## src/mem_soc_cfg.svh

```systemverilog
`ifndef MEM_SOC_CFG_SVH
`define MEM_SOC_CFG_SVH

// Address map with exclusive top bounds.
`define CLINT_BASE 32'h0200_0000
`define CLINT_TOP 32'h0200_C000
`define PRINT_BASE 32'h1000_0000
`define PRINT_TOP 32'h1000_1000
`define BRAM_BASE 32'h8000_0000
`define BRAM_TOP 32'h8000_1000

// RAM size in 32-bit words.
`define BRAM_WORDS 1024

// CLINT register offsets.
`define CLINT_MSIP_OFS 32'h0000_0000
`define CLINT_CMP_OFS 32'h0000_4000   // High word at +4.
`define CLINT_TIME_OFS 32'h0000_BFF8  // High word at +4.

`endif

```

## src/mem_soc_pkg.sv

```systemverilog
package mem_soc_pkg;

  // Bus vector types.
  typedef logic [31:0] addr_t;  // Byte address.
  typedef logic [31:0] data_t;  // Bus data word.
  typedef logic [3:0] strb_t;   // Byte write strobes, zero for a read.

  // CLINT time base.
  typedef logic [63:0] tick_t;

  // Address decode result.
  typedef enum logic [1:0] {
    SEL_NONE,
    SEL_BRAM,
    SEL_PRINT,
    SEL_CLINT
  } slave_sel_t;

endpackage

```

## src/mem_bus_if.sv

```systemverilog
`timescale 1ns/10ps

interface mem_bus_if import mem_soc_pkg::*; ();

  logic valid;  // One-cycle request strobe.
  logic instr;  // Request is an instruction fetch.
  addr_t addr;
  data_t wdata;
  strb_t wstrb;
  data_t rdata;
  logic ready;  // One-cycle response strobe.

  modport master (
    output valid, instr, addr, wdata, wstrb,
    input rdata, ready
  );

  modport slave (
    input valid, instr, addr, wdata, wstrb,
    output rdata, ready
  );

endinterface

```

## src/clint_timer.sv

```systemverilog
`timescale 1ns/10ps

`include "mem_soc_cfg.svh"

module clint_timer import mem_soc_pkg::*; (
  input logic clk,
  input logic rst,
  mem_bus_if.slave bus,
  output logic msip_o,
  output logic mtip_o,
  output tick_t mtime_o
);

  tick_t mtime_q;
  tick_t mtimecmp_q;
  logic msip_q;
  logic wr_en;
  data_t rd_word;
  data_t rdata_q;
  logic ready_q;

  assign wr_en = bus.valid && (bus.wstrb != '0);

  ////////////////////////////////////////
  // Register read decode

  always_comb begin
    case (bus.addr)
      `CLINT_MSIP_OFS:     rd_word = {31'b0, msip_q};
      `CLINT_CMP_OFS:      rd_word = mtimecmp_q[31:0];
      `CLINT_CMP_OFS + 4:  rd_word = mtimecmp_q[63:32];
      `CLINT_TIME_OFS:     rd_word = mtime_q[31:0];
      `CLINT_TIME_OFS + 4: rd_word = mtime_q[63:32];
      default:             rd_word = '0;
    endcase
  end

  ////////////////////////////////////////
  // Timer and registers

  always_ff @(posedge clk) begin
    if (!rst) begin
      mtime_q <= '0;
      mtimecmp_q <= '1;  // No timer interrupt until programmed.
      msip_q <= 1'b0;
      ready_q <= 1'b0;
    end else begin
      mtime_q <= mtime_q + 1'b1;
      ready_q <= bus.valid;
      if (wr_en && bus.addr == `CLINT_MSIP_OFS) begin
        msip_q <= bus.wdata[0];
      end
      if (wr_en && bus.addr == `CLINT_CMP_OFS) begin
        mtimecmp_q[31:0] <= bus.wdata;
      end
      if (wr_en && bus.addr == `CLINT_CMP_OFS + 4) begin
        mtimecmp_q[63:32] <= bus.wdata;
      end
    end
  end

  // Value as seen in the request cycle.
  always_ff @(posedge clk) begin
    if (bus.valid) begin
      rdata_q <= rd_word;
    end
  end

  assign bus.rdata = rdata_q;
  assign bus.ready = ready_q;

  assign msip_o = msip_q;
  assign mtip_o = (mtime_q >= mtimecmp_q);  // Level.
  assign mtime_o = mtime_q;

endmodule

```

## src/flat_wrapper.sv

```systemverilog
// flat-port wrapper written by rule: the top's interface ports become plain ports
module clint_timer_flat import mem_soc_pkg::*;
  (clk, rst, msip_o, mtip_o, mtime_o, bus_valid, bus_instr, bus_addr, bus_wdata, bus_wstrb, bus_rdata, bus_ready);
  mem_bus_if bus_i ();
  input logic clk;
  input logic rst;
  output logic msip_o;
  output logic mtip_o;
  output tick_t mtime_o;
  input wire logic [$bits(bus_i.valid)-1:0] bus_valid;
  input wire logic [$bits(bus_i.instr)-1:0] bus_instr;
  input wire logic [$bits(bus_i.addr)-1:0] bus_addr;
  input wire logic [$bits(bus_i.wdata)-1:0] bus_wdata;
  input wire logic [$bits(bus_i.wstrb)-1:0] bus_wstrb;
  output wire logic [$bits(bus_i.rdata)-1:0] bus_rdata;
  output wire logic [$bits(bus_i.ready)-1:0] bus_ready;
  assign bus_i.valid = bus_valid;
  assign bus_i.instr = bus_instr;
  assign bus_i.addr = bus_addr;
  assign bus_i.wdata = bus_wdata;
  assign bus_i.wstrb = bus_wstrb;
  assign bus_rdata = bus_i.rdata;
  assign bus_ready = bus_i.ready;
  clint_timer u_core (.clk(clk), .rst(rst), .bus(bus_i), .msip_o(msip_o), .mtip_o(mtip_o), .mtime_o(mtime_o));
endmodule
```

## config.mk

```make
export PLATFORM = sky130hd
export DESIGN_NAME = clint_timer_flat
export DESIGN_NICKNAME = d
export VERILOG_FILES = /design/src/mem_soc_pkg.sv /design/src/mem_bus_if.sv /design/src/clint_timer.sv /design/src/flat_wrapper.sv
export VERILOG_INCLUDE_DIRS = /design/src
export SDC_FILE = /design/constraint.sdc
export NUM_CORES = 1
export LEC_CHECK = 0
export ABC_AREA = 1
export BUFFER_PORTS_ARGS = -buffer_cell sky130_fd_sc_hd__clkbuf_2
export CELL_PAD_IN_SITES_DETAIL_PLACEMENT = 0
export CELL_PAD_IN_SITES_GLOBAL_PLACEMENT = 1
export CORE_MARGIN = 4
export CORE_UTILIZATION = 30
export CTS_CLUSTER_SIZE = 12
export DETAILED_ROUTE_END_ITERATION = 8
export GPL_ROUTABILITY_DRIVEN = 0
export PLACE_DENSITY = 0.64
export SLEW_MARGIN = 20
export SYNTH_ARGS = -nofsm -noshare
export SYNTH_HDL_FRONTEND = slang
export SYNTH_SLANG_ARGS = --single-unit
```

## constraint.sdc

```tcl
create_clock -name clk -period 2 [get_ports clk]
set_clock_uncertainty 0.15 [all_clocks]
set_input_delay 0.2 -clock clk [delete_from_list [all_inputs] [get_ports clk]]
set_output_delay 0.2 -clock clk [all_outputs]
set_load 0.03 [all_outputs]
```

### After elaboration in Yosys (flattened, before gate mapping)

Cells that the tools add are included.
Widths: inputs -> output; s select.

* word-level logic and storage cells: 19
* flip-flop bits (word level): 162

* add/subtract/negate cells: 1
* muxes and demuxes: 1
* equality and inequality tests: 4
* $lt $le $gt $ge: 1
* reduce and logical (&&, ||, !) cells: 6

Operators by type and width (count)
* $pmux 32 s5: 1
* $add 64x1->64 const B: 1
* $eq 32x15->1 const B: 2
* $eq 32x16->1 const B: 2
* $ge 64x64->1: 1
* $logic_not 32->1: 1
* $logic_and 1x1->1: 4
* $reduce_bool 4->1: 1

### Logic depth before layout (Yosys ltp)

Gate-level depths: netlist of the first run.

* word-level depth: 3
* depth in mapped cells: 15
* depth with buffers taken out: 15

### Worst setup path after synthesis of the first run

OpenSTA, ideal clock, no wires.

* kind: reg-to-output
* start: reg u_core.mtime_q[0], in the netlist u_core.mtime_o[0]
* end: out mtip_o
* path buffers: 0
* arrival: 1.694 ns
* slack: -0.044 ns
* cell stages (with the launch flop): 13
* cells stage by stage: dfxtp_1 -> inv_1 -> ha_1 -> nand2_1 -> nor2_1 -> nand2_1 -> nor2_1 -> nor2_1 -> nand2_1 -> nand2_1 -> nand2_1 -> nand2_1 -> nand2_1

* word-level cells in the longest chain between the ends: 1

Ends and longest elaborated chain
* from (decl): line clint_timer.sv:14 `tick_t mtime_q;`
* from (signal assigned): line clint_timer.sv:48 `mtime_q <= mtime_q + 1'b1;`
* $ge 64x64->1: line clint_timer.sv:73 `assign mtip_o = (mtime_q >= mtimecmp_q);`
* to (decl): line flat_wrapper.sv:8 `output logic mtip_o;`

Every way passes these cells.

### Final worst setup path of the first run

* start: reg u_core.mtime_q[35], in the netlist u_core.mtime_o[35]
* end: out mtip_o

The elaborated chain is that of the path after synthesis.

==> metrics.csv, run 1 <==
metric,value,unit
rsz0062_at_grt,true,
ys_warn_count,0,
fin_crit_sh,1.21,
path_max_fanout,3,
synthFlopType,dfxtp_1,
ant_nets,0,
reg2reg_depth,14,
power.density,469,nW/µm²
slew_viol_final,0,
setup_ws,-0.414,ns
grt_first_pass_wirelength,68700,µm
net-switching-power,0.00170,W
core,32700,µm²
period_needed,2.41,ns
dp_cells,2265,
crit_start,u_core.mtime_o[35]$_SDFF_PN0_,
final_layout_size_suffix_gt1_frac,0.380,
clock_latency,0.44,ns
row_count,66,
crit_path_end_kind,output pin,
path_clk_slew,0.07,ns
synth_area_leader_cell,dfxtp_1,
cts_num_sinks,162,
die_w,191,µm
io-pin-count,171,
nNetsFinal,2026,
start_util,0.306,
synth.most_common_cell,nand2_1,
dieHeight,191,µm
worstSetupPathType,reg -> out,
drt_iter0_markers,1134,
async_flop_share,0,
worstPathRequired,1.65,ns
p_leak,7.38,nW
grt_antenna_before_repair,1,
clk_path_buf_depth,2,
netlist_top_cells_count,"nand2_1 (307), nand3_1 (296), inv_1 (163), nor2_1 (147), dfxtp_1 (130)",
post-dp-hpwl,35300,µm
ys_top_cells_by_area,"dfxtp_1 (26%), nand3_1 (15%), nand2_1 (12%)",
setup_viol_count_final,33,
fmax,414,MHz
synth_cell_types,30,
crit_path_end,mtip_o,
min_path_cells,3,
peakVddDrop,0.601,mV
grt.overflow.total,0,
clockPowerShare,0.470,
grt_pass1_vias,11300,
cts-root-buf,clkbuf_16,
design.die.area,36300,µm²
synth_top_area_share,0.260,
cpPeakStageDelay,0.37,ns
violations,negative setup slack,
syn-num-nets,1583,
outcome,finished with violations,
cts-buffers-inserted,17,
syn_area_per_cell,6.92,µm²
hold_class,in -> reg,
grt_max_degree,73,
p_sw_frac,0.238,
synth_edf_count,32,
holdWs,0.0910,ns
io_buffers,169,
max_slew_margin,0.435,
hold_viol_final,0,
route.vias.total,11800,
diodes,0,
yosysSeqAreaShare,0.356,
syn2layout_area_growth,52.7,%
r2r_end,u_core.mtime_o[22]$_SDFF_PN0_,
p_total,0.00716,W
syn_inst,1446,
tightest_slew,0.845,ns
cts_tree,done,
h-tree-depth,4,
power_frac_comb,0.062,
finalNonFillerCells,2343,
critPathMostFrequentCell,nand2_1,
crit_slowest_cell,dfxtp_4,
synth_seq_cells,162,
grtUsageTotal,0.249,
drc,0,
firstDrtPassIters,6,
reg2reg_setup_slack,-0.33,ns
post_drt_wl_per_cell,19.7,µm
cp.arrival,2.06,ns
seqPwrFrac,0.468,
synth_area,10000,µm²
cap_violations,0,
internal-power,0.00546,W
drt_wl_total,46200,µm
viasPerCell,5.03,
crit_chain,ha_1 -> a21oi_1 -> o21ai_0 -> nand2_1 -> nand3_2 -> nand2_1 -> nand2_1 -> nor2_2 -> nand2_4 -> buf_8,
r2r_start,u_core.mtime_o[0]$_SDFF_PN0_,
fin_util,0.467,
cp-start-kind,flip-flop,
==> logic make-up after synthesis <==
| kind of cell | synth area share |
|---|---|
| XOR/XNOR | 0.0131 |
| AO/OA/AOI/OAI | 0.0520 |
| AND/OR/NAND/NOR | 0.408 |
| adder cells (fa/ha/maj) | 0.0813 |
| flip-flops | 0.356 |
| buffers and inverters | 0.0899 |
==> through the flow <==
step / setup WS (ns) / area, µm² / setup TNS [ns]
after floorplan: 0.0151 / 10000 / 0
after global placement: -0.239 / 13300 / -1.97
after detailed placement: -0.219 / 13300 / -1.62
after CTS: -0.490 / 14400 / -0.490
after global routing: -0.506 / 15300 / -7.92
final: -0.414 / 15300 / -5.19
==> layer usage <==
layer	GRT usage	part of all wire	vias up
met2	0.388	0.45	465
met3	0.0406	0.073	48
met1	0.363	0.46	5530
met5	0	0	-
met4	0.0552	0.017	0
li1	-	-	5735
==> cell type report <==
| type | count | area (µm²) |
|---|---|---|
| inverters | 164 | 618 |
| clock buffers | 20 | 437 |
| multi-input cells | 1062 | 6340 |
| repair buffers | 482 | 3520 |
| well taps | 442 | 553 |
| fillers | 3365 | 17400 |
| clock inverters | 11 | 138 |
| flip-flops and latches | 162 | 3670 |
==> cells in the final DEF, fill, tap and decap left out, types with 17 or more instances in the layout <==
cell type,count
clkbuf_16,17
nand2_1,269
buf_4,250
nor2_2,30
dfxtp_2,53
a21oi_2,19
nand4_1,64
nor2_4,19
dlygate4sd3_1,32
ha_4,21
dfxtp_1,66
inv_1,150
nand3_1,289
a21oi_1,52
clkbuf_2,167
nand2_2,32
ha_1,44
buf_6,17
nor2_1,116
nor3_1,17
edfxtp_1,32
==> what timing repair did <==
action                                 in CTS  in global routing
endpoints found under the hold margin      65                  0
setup buffers                               4                 17
setup endpoints to repair                  29                 42
hold buffers                               32                  0
cloned                                      0                  0
resized for setup                          65                214
pin swaps                                  14                 56
==> how the worst min path moves through the flow <==
stage / from / end / slack (ns)
finish: rst / u_core.mtimecmp_q[6]$_SDFFE_PN1P_ / 0.09
global route: rst / u_core.mtimecmp_q[6]$_SDFFE_PN1P_ / 0.11
CTS: rst / u_core.mtimecmp_q[6]$_SDFFE_PN1P_ / 0.08
detailed placement: bus_wdata[14] / u_core.mtimecmp_q[46]$_SDFFE_PN1P_ / 0.32
global placement: bus_wdata[16] / u_core.mtimecmp_q[16]$_SDFFE_PN1P_ / 0.32
floorplan: bus_valid / u_core.bus.ready$_SDFF_PN0_ / 0.14
==> critical path, delay by kind of cell, from the launching register on <==
| kind | cells | cell delay, ns |
|---|---|---|
| AOI/OAI and AO/OA | 2 | 0.25 |
| DFF | 1 | 0.37 |
| buffers and inverters | 1 | 0.13 |
| and+or+nand+nor | 6 | 0.55 |
| adders and majority gates | 1 | 0.31 |
==> flip-flops by register name (all words and copies together), names as in the netlist <==
signal,count
u_core.mtime_o,64
u_core.mtimecmp_q,64
u_core.bus.rdata,32
u_core.bus.ready,1
u_core.msip_o,1
==> power groups by stage <==
stage / registers, W / clock network (W) / logic [W]
2_1_floorplan: 0.00349 / 0 / 0.0000940
3_3_place_gp: 0.00343 / 0 / 0.000353
3_5_place_dp: 0.00343 / 0 / 0.000355
4_1_cts: 0.00336 / 0.00343 / 0.000410
5_1_grt: 0.00335 / 0.00355 / 0.000478
6_report: 0.00335 / 0.00337 / 0.000442
No activity file was read; power rests on OpenSTA's default activity.
==> inputs of run 2 (changes only) <==
--- a/config.mk
+++ b/config.mk
@@ -6,7 +6,6 @@
 export SDC_FILE = /design/constraint.sdc
 export NUM_CORES = 1
 export LEC_CHECK = 0
-export ABC_AREA = 1
 export BUFFER_PORTS_ARGS = -buffer_cell sky130_fd_sc_hd__clkbuf_2
 export CELL_PAD_IN_SITES_DETAIL_PLACEMENT = 0
 export CELL_PAD_IN_SITES_GLOBAL_PLACEMENT = 1
@@ -15,7 +14,7 @@
 export CTS_CLUSTER_SIZE = 12
 export DETAILED_ROUTE_END_ITERATION = 8
 export GPL_ROUTABILITY_DRIVEN = 0
-export PLACE_DENSITY = 0.64
+export PLACE_DENSITY = 0.61
 export SLEW_MARGIN = 20
 export SYNTH_ARGS = -nofsm -noshare
 export SYNTH_HDL_FRONTEND = slang
==> metrics.csv, run 2 <==
metric,value,unit
io-pin-count,171,
die_w,180,µm
slew_viol_final,0,
ant_nets,0,
cts-buffers-inserted,17,
final_layout_size_suffix_gt1_frac,0.434,
cts-root-buf,clkbuf_16,
fmax,350,MHz
fillCellCount,2796,
setup_viol_count_final,37,
grtUsageTotal,0.197,
design.die.area,32300,µm²
grt_max_degree,74,
route.vias.total,8606,
synth_edf_count,32,
crit_chain,inv_2 -> ha_4 -> and2_4 -> nand3_2 -> or4_4 -> a31oi_4 -> a311oi_4 -> o21ai_2 -> clkbuf_8,
hold_viol_final,0,
outcome,finished with violations,
p_total,0.00713,W
cpPeakStageDelay,0.55,ns
path_clk_slew,0.07,ns
multi_input_area,5400,µm²
row_count,62,
post_drt_wl_per_cell,18.5,µm
grt.overflow.total,0,
firstDrtPassIters,4,
synth_area,8840,µm²
ys_top_cells_by_area,"dfxtp_1 (29%), edfxtp_1 (11%), ha_1 (9.2%)",
diodes,0,
h-tree-depth,4,
power.density,520,nW/µm²
clk_path_buf_depth,2,
worstSetupPathType,reg -> out,
drt_iter0_markers,491,
period_needed,2.86,ns
syn-num-nets,1087,
layout_commonest_cell,buf_4,
syn_inst,950,
worst-path-buf-inv,2,
io_buffers,169,
post-dp-hpwl,24400,µm
fin_crit_sh,1.43,
cp.arrival,2.51,ns
start_util,0.306,
final_cell_mix,"buf_4 (188), clkbuf_2 (167), nand2_1 (104), dfxtp_1 (78), o211ai_1 (69)",
path_max_fanout,2,
post_dp_cell_area,11900,µm²
synth.most_common_cell,dfxtp_1,
grt_first_pass_wirelength,50600,µm
crit_path_end_kind,output pin,
stdcell_area,13700,µm²
synth_area_leader_cell,dfxtp_1,
netlist_top_cells_count,"dfxtp_1 (130), nand2_1 (110), o211ai_1 (69), inv_1 (68), ha_1 (65)",
dieHeight,180,µm
cap_violations,0,
syn_area_per_cell,9.30,µm²
violations,negative setup slack,
core,28900,µm²
synth_top_area_share,0.294,
setup_ws,-0.857,ns
grt_antenna_before_repair,0,
cts_tree,done,
synth_seq_cells,162,
fin_util,0.475,
yosysSeqAreaShare,0.403,
peakVddDrop,0.529,mV
crit_family,simple AND/OR/NAND/NOR gates,
viasPerCell,4.90,
nNetsFinal,1496,
drc,0,
rsz0062_at_grt,true,
worstPathRequired,1.65,ns
syn2layout_area_growth,55.1,%
tightest_slew,0.543,ns
place_ws,-0.795,ns
register_area,3680,µm²
crit_slowest_cell,or4_4,
p_leak,6.63,nW
synthFlopType,dfxtp_1,
ys_warn_count,0,
grt_pass1_vias,8651,
cts_num_sinks,162,
drt_wl_total,32400,µm
hold_class,in -> reg,
max_slew_margin,0.635,
cp-start-kind,flip-flop,
async_flop_share,0,
synth_cell_types,58,
clock_latency,0.43,ns
==> run 2: cell count changes in the layout (fill, tap and decap cells not counted), sizes merged, moves of 48 or more <==
cell	before	now
nor2	165	48
o211ai	0	74
nand2	312	110
and2	0	48
nand3	296	33
inv	165	71
a21oi	71	19
==> run 2: final timing paths <==
check	from	cells past startpoint	slack, ns	endpoint
hold reg to reg	u_core.msip_o$_SDFFE_PN0P_	2	0.34	u_core.msip_o$_SDFFE_PN0P_
hold / removal	bus_addr[14]	4	0.02	u_core.msip_o$_SDFFE_PN0P_
setup / recovery	u_core.mtimecmp_q[7]$_SDFFE_PN1P_	9	-0.86	mtip_o
setup reg to reg	u_core.mtime_o[10]$_SDFF_PN0_	10	-0.21	u_core.mtime_o[58]$_SDFF_PN0_
==> run 2: layout make-up <==
class                   count  share of cell area
clock buffers              23              0.0371
clock inverters             9             0.00666
inverters                  68              0.0186
multi-input cells         669               0.394
flip-flops and latches    162               0.268
well taps                 384              0.0350
repair buffers            441               0.241
==> run 2: power by group <==
group / internal (W) / switching, W / total [W]
combinational: 0.000188 / 0.000245 / 0.000433
sequential: 0.00333 / 0.0000121 / 0.00334
clock: 0.00194 / 0.00142 / 0.00336
total: 0.00545 / 0.00168 / 0.00713
==> run 2: worst min-delay path, delay by kind of cell <==
family,cells,cell delay (ns)
buffers and inverters,1,0.12
AOI/OAI and AO/OA,1,0.06
and+or+nand+nor,2,0.16
==> run 2: timing repair <==
item | in CTS | in global routing
pin swaps | 40 | 40
endpoints found under the setup margin | 46 | 48
hold buffers | 33 | 0
gates resized for setup | 101 | 61
setup buffers | 23 | 12
gates cloned | 1 | 0
hold endpoints to repair | 65 | 0
==> run 2: cell families after synthesis <==
family,after synthesis,share of synthesized area
buffers and inverters,120,0.0558
adders and majority gates,65,0.0920
muxes,32,0.0362
xor gates and xnor gates,41,0.0406
and+or+nand+nor,343,0.206
AOI/OAI and AO/OA,187,0.166
DFF,162,0.403
==> run 2: metrics by stage <==
step	TNS, ns	hold WS (ns)	cells
global route	-8.85	0.0846	1756
finish	-4.61	0.0185	1756
detailed placement	-18.14	0.304	1662
global placement	-16.39	0.299	1662
floorplan	-5.78	0.162	950
CTS	-5.92	0.00425	1748
==> run 2: routing by layer <==
layer / track usage / part of all wire
met5: 0 / 0
met4: 0.0399 / 0.014
met2: 0.317 / 0.46
met1: 0.280 / 0.49
met3: 0.0340 / 0.043
==> inputs of run 3 (changes only) <==
--- a/config.mk
+++ b/config.mk
@@ -6,15 +6,15 @@
 export SDC_FILE = /design/constraint.sdc
 export NUM_CORES = 1
 export LEC_CHECK = 0
+export ABC_AREA = 1
 export BUFFER_PORTS_ARGS = -buffer_cell sky130_fd_sc_hd__clkbuf_2
 export CELL_PAD_IN_SITES_DETAIL_PLACEMENT = 0
 export CELL_PAD_IN_SITES_GLOBAL_PLACEMENT = 1
-export CORE_MARGIN = 4
 export CORE_UTILIZATION = 30
 export CTS_CLUSTER_SIZE = 12
 export DETAILED_ROUTE_END_ITERATION = 8
 export GPL_ROUTABILITY_DRIVEN = 0
-export PLACE_DENSITY = 0.61
+export PLACE_DENSITY = 0.64
 export SLEW_MARGIN = 20
 export SYNTH_ARGS = -nofsm -noshare
 export SYNTH_HDL_FRONTEND = slang
==> metrics.csv, run 3 (synthesized netlist as in run 1, its figures left out) <==
metric,value,unit
grt_first_pass_wirelength,68400,µm
cts-buffers-inserted,17,
place_ws,-0.236,ns
worstPathRequired,1.65,ns
post_dp_cell_area,13400,µm²
peakVddDrop,0.575,mV
cts_num_sinks,162,
tightest_slew,0.832,ns
row_count,66,
hold_viol_final,0,
io_buffers,169,
start_util,0.306,
grtUsageTotal,0.273,
route.vias.total,11900,
ant_nets,0,
clockPowerShare,0.472,
power.density,467,nW/µm²
clock_latency,0.45,ns
hold_class,in -> reg,
p_sw_frac,0.252,
die_w,185,µm
p_leak,7.47,nW
whs_endpoint,u_core.mtimecmp_q[2]$_SDFFE_PN1P_,
io-pin-count,171,
cpPeakStageDelay,0.42,ns
reg2reg_setup_slack,-0.37,ns
drt_iter0_markers,1209,
crit_path_end_kind,output pin,
rsz0062_at_grt,true,
drt_wl_total,46500,µm
power_frac_comb,0.061,
cp.arrival,2.14,ns
r2r_end,u_core.mtime_o[58]$_SDFF_PN0_,
crit_chain,ha_1 -> nand2_1 -> inv_1 -> nand4_1 -> buf_4 -> nor3_2 -> nand2_2 -> nand2_4 -> buf_8,
nNetsFinal,2045,
outcome,finished with violations,
dieHeight,185,µm
drc,0,
r2r_start,u_core.mtime_o[0]$_SDFF_PN0_,
path_max_fanout,5,
holdWs,0.0950,ns
internal-power,0.00538,W
viasPerCell,5.04,
cp-start-kind,flip-flop,
final_cell_mix,"nand3_1 (288), nand2_1 (275), buf_4 (260), clkbuf_2 (168), inv_1 (152)",
syn2layout_area_growth,54.1,%
worstSetupPathType,reg -> out,
diodes,0,
min_from,rst,
period_needed,2.49,ns
seqPwrFrac,0.467,
firstDrtPassIters,5,
final_layout_size_suffix_gt1_frac,0.378,
h-tree-depth,4,
post_drt_wl_per_cell,19.7,µm
fin_crit_sh,1.25,
net-switching-power,0.00182,W
path_clk_slew,0.07,ns
grt_pass1_vias,11300,
grt_antenna_before_repair,0,
setup_viol_count_final,36,
cts_tree,done,
cts-root-buf,clkbuf_16,
grt.overflow.total,0,
cap_violations,0,
core,32700,µm²
reg2reg_depth,15,
setup_ws,-0.491,ns
clk_path_buf_depth,2,
design.die.area,34100,µm²
grt_max_degree,65,
fmax,401,MHz
max_slew_margin,0.444,
slew_viol_final,0,
violations,negative setup slack,
min_path_cells,3,
crit_slowest_cell,dfxtp_2,
post-dp-hpwl,34900,µm
stdcell_area,15400,µm²
layout_commonest_cell,nand3_1,
[run 3: cell types whose count changed in the layout (fill, tap and decap cells not counted), sizes merged, moves of 33 or more]
cell / previous run / this run
a21oi: 19 / 71
and2: 48 / 0
buf: 240 / 301
inv: 71 / 166
nand2: 110 / 312
nand3: 33 / 296
nand4: 31 / 64
nor2: 48 / 165
o211ai: 74 / 0
[run 3: worst max path at each step]
stage / cells past startpoint / slack (ns) / startpoint / endpoint
2_1_floorplan: 11 / 0.02 / u_core.mtime_o[59]$_SDFF_PN0_ / mtip_o
3_3_place_gp: 9 / -0.36 / u_core.mtime_o[42]$_SDFF_PN0_ / u_core.mtime_o[51]$_SDFF_PN0_
3_5_place_dp: 9 / -0.24 / u_core.mtime_o[42]$_SDFF_PN0_ / u_core.mtime_o[51]$_SDFF_PN0_
4_1_cts: 13 / -0.50 / u_core.mtime_o[0]$_SDFF_PN0_ / mtip_o
5_1_grt: 10 / -0.54 / u_core.mtimecmp_q[46]$_SDFFE_PN1P_ / mtip_o
6_report: 9 / -0.49 / u_core.mtime_o[42]$_SDFF_PN0_ / mtip_o
[run 3: through the flow]
step	setup TNS, ns	power [W]	cells	util
after floorplan	0	0.00358	1446	-
after global placement	-3.25	0.00378	2274	0.409
after detailed placement	-2.00	0.00379	2274	0.409
after CTS	-3.82	0.00720	2345	0.448
after global routing	-10.22	0.00738	2363	0.472
final	-6.87	0.00720	2363	0.472
[run 3: repair_timing]
item	in CTS	in global routing
hold buffers	32	0
buffers inserted	8	19
pin swaps	46	61
resized for setup	100	179
hold endpoints to repair	65	0
setup endpoints to repair	31	45
[run 3: power groups by stage]
stage	sequential, W	combinational, W	clock, W
6_report	0.00336	0.000438	0.00340
2_1_floorplan	0.00349	0.0000940	0
3_3_place_gp	0.00344	0.000344	0
5_1_grt	0.00336	0.000471	0.00355
3_5_place_dp	0.00344	0.000347	0
4_1_cts	0.00336	0.000414	0.00342
[run 3: metal layers]
metal	track usage	vias to the layer above	routed length (µm)
li1	-	5757	-
met1	0.387	5621	21500
met2	0.416	487	20400
met3	0.0533	51	3670
met4	0.0783	0	922
met5	0	-	0
[run 3: final cells by class]
type	count	area (µm²)
inverters	164	626
flip-flops and latches	162	3650
clock inverters	11	98.8
repair buffers	501	3670
multi-input cells	1062	6340
well taps	442	553
fillers	3428	17300
clock buffers	21	483
[run 3: critical path: cells and delay by family, from the launching register on]
family | cells | cell delay [ns]
flops | 1 | 0.42
buf+inv | 3 | 0.38
fa+ha+maj | 1 | 0.32
simple gates | 5 | 0.56
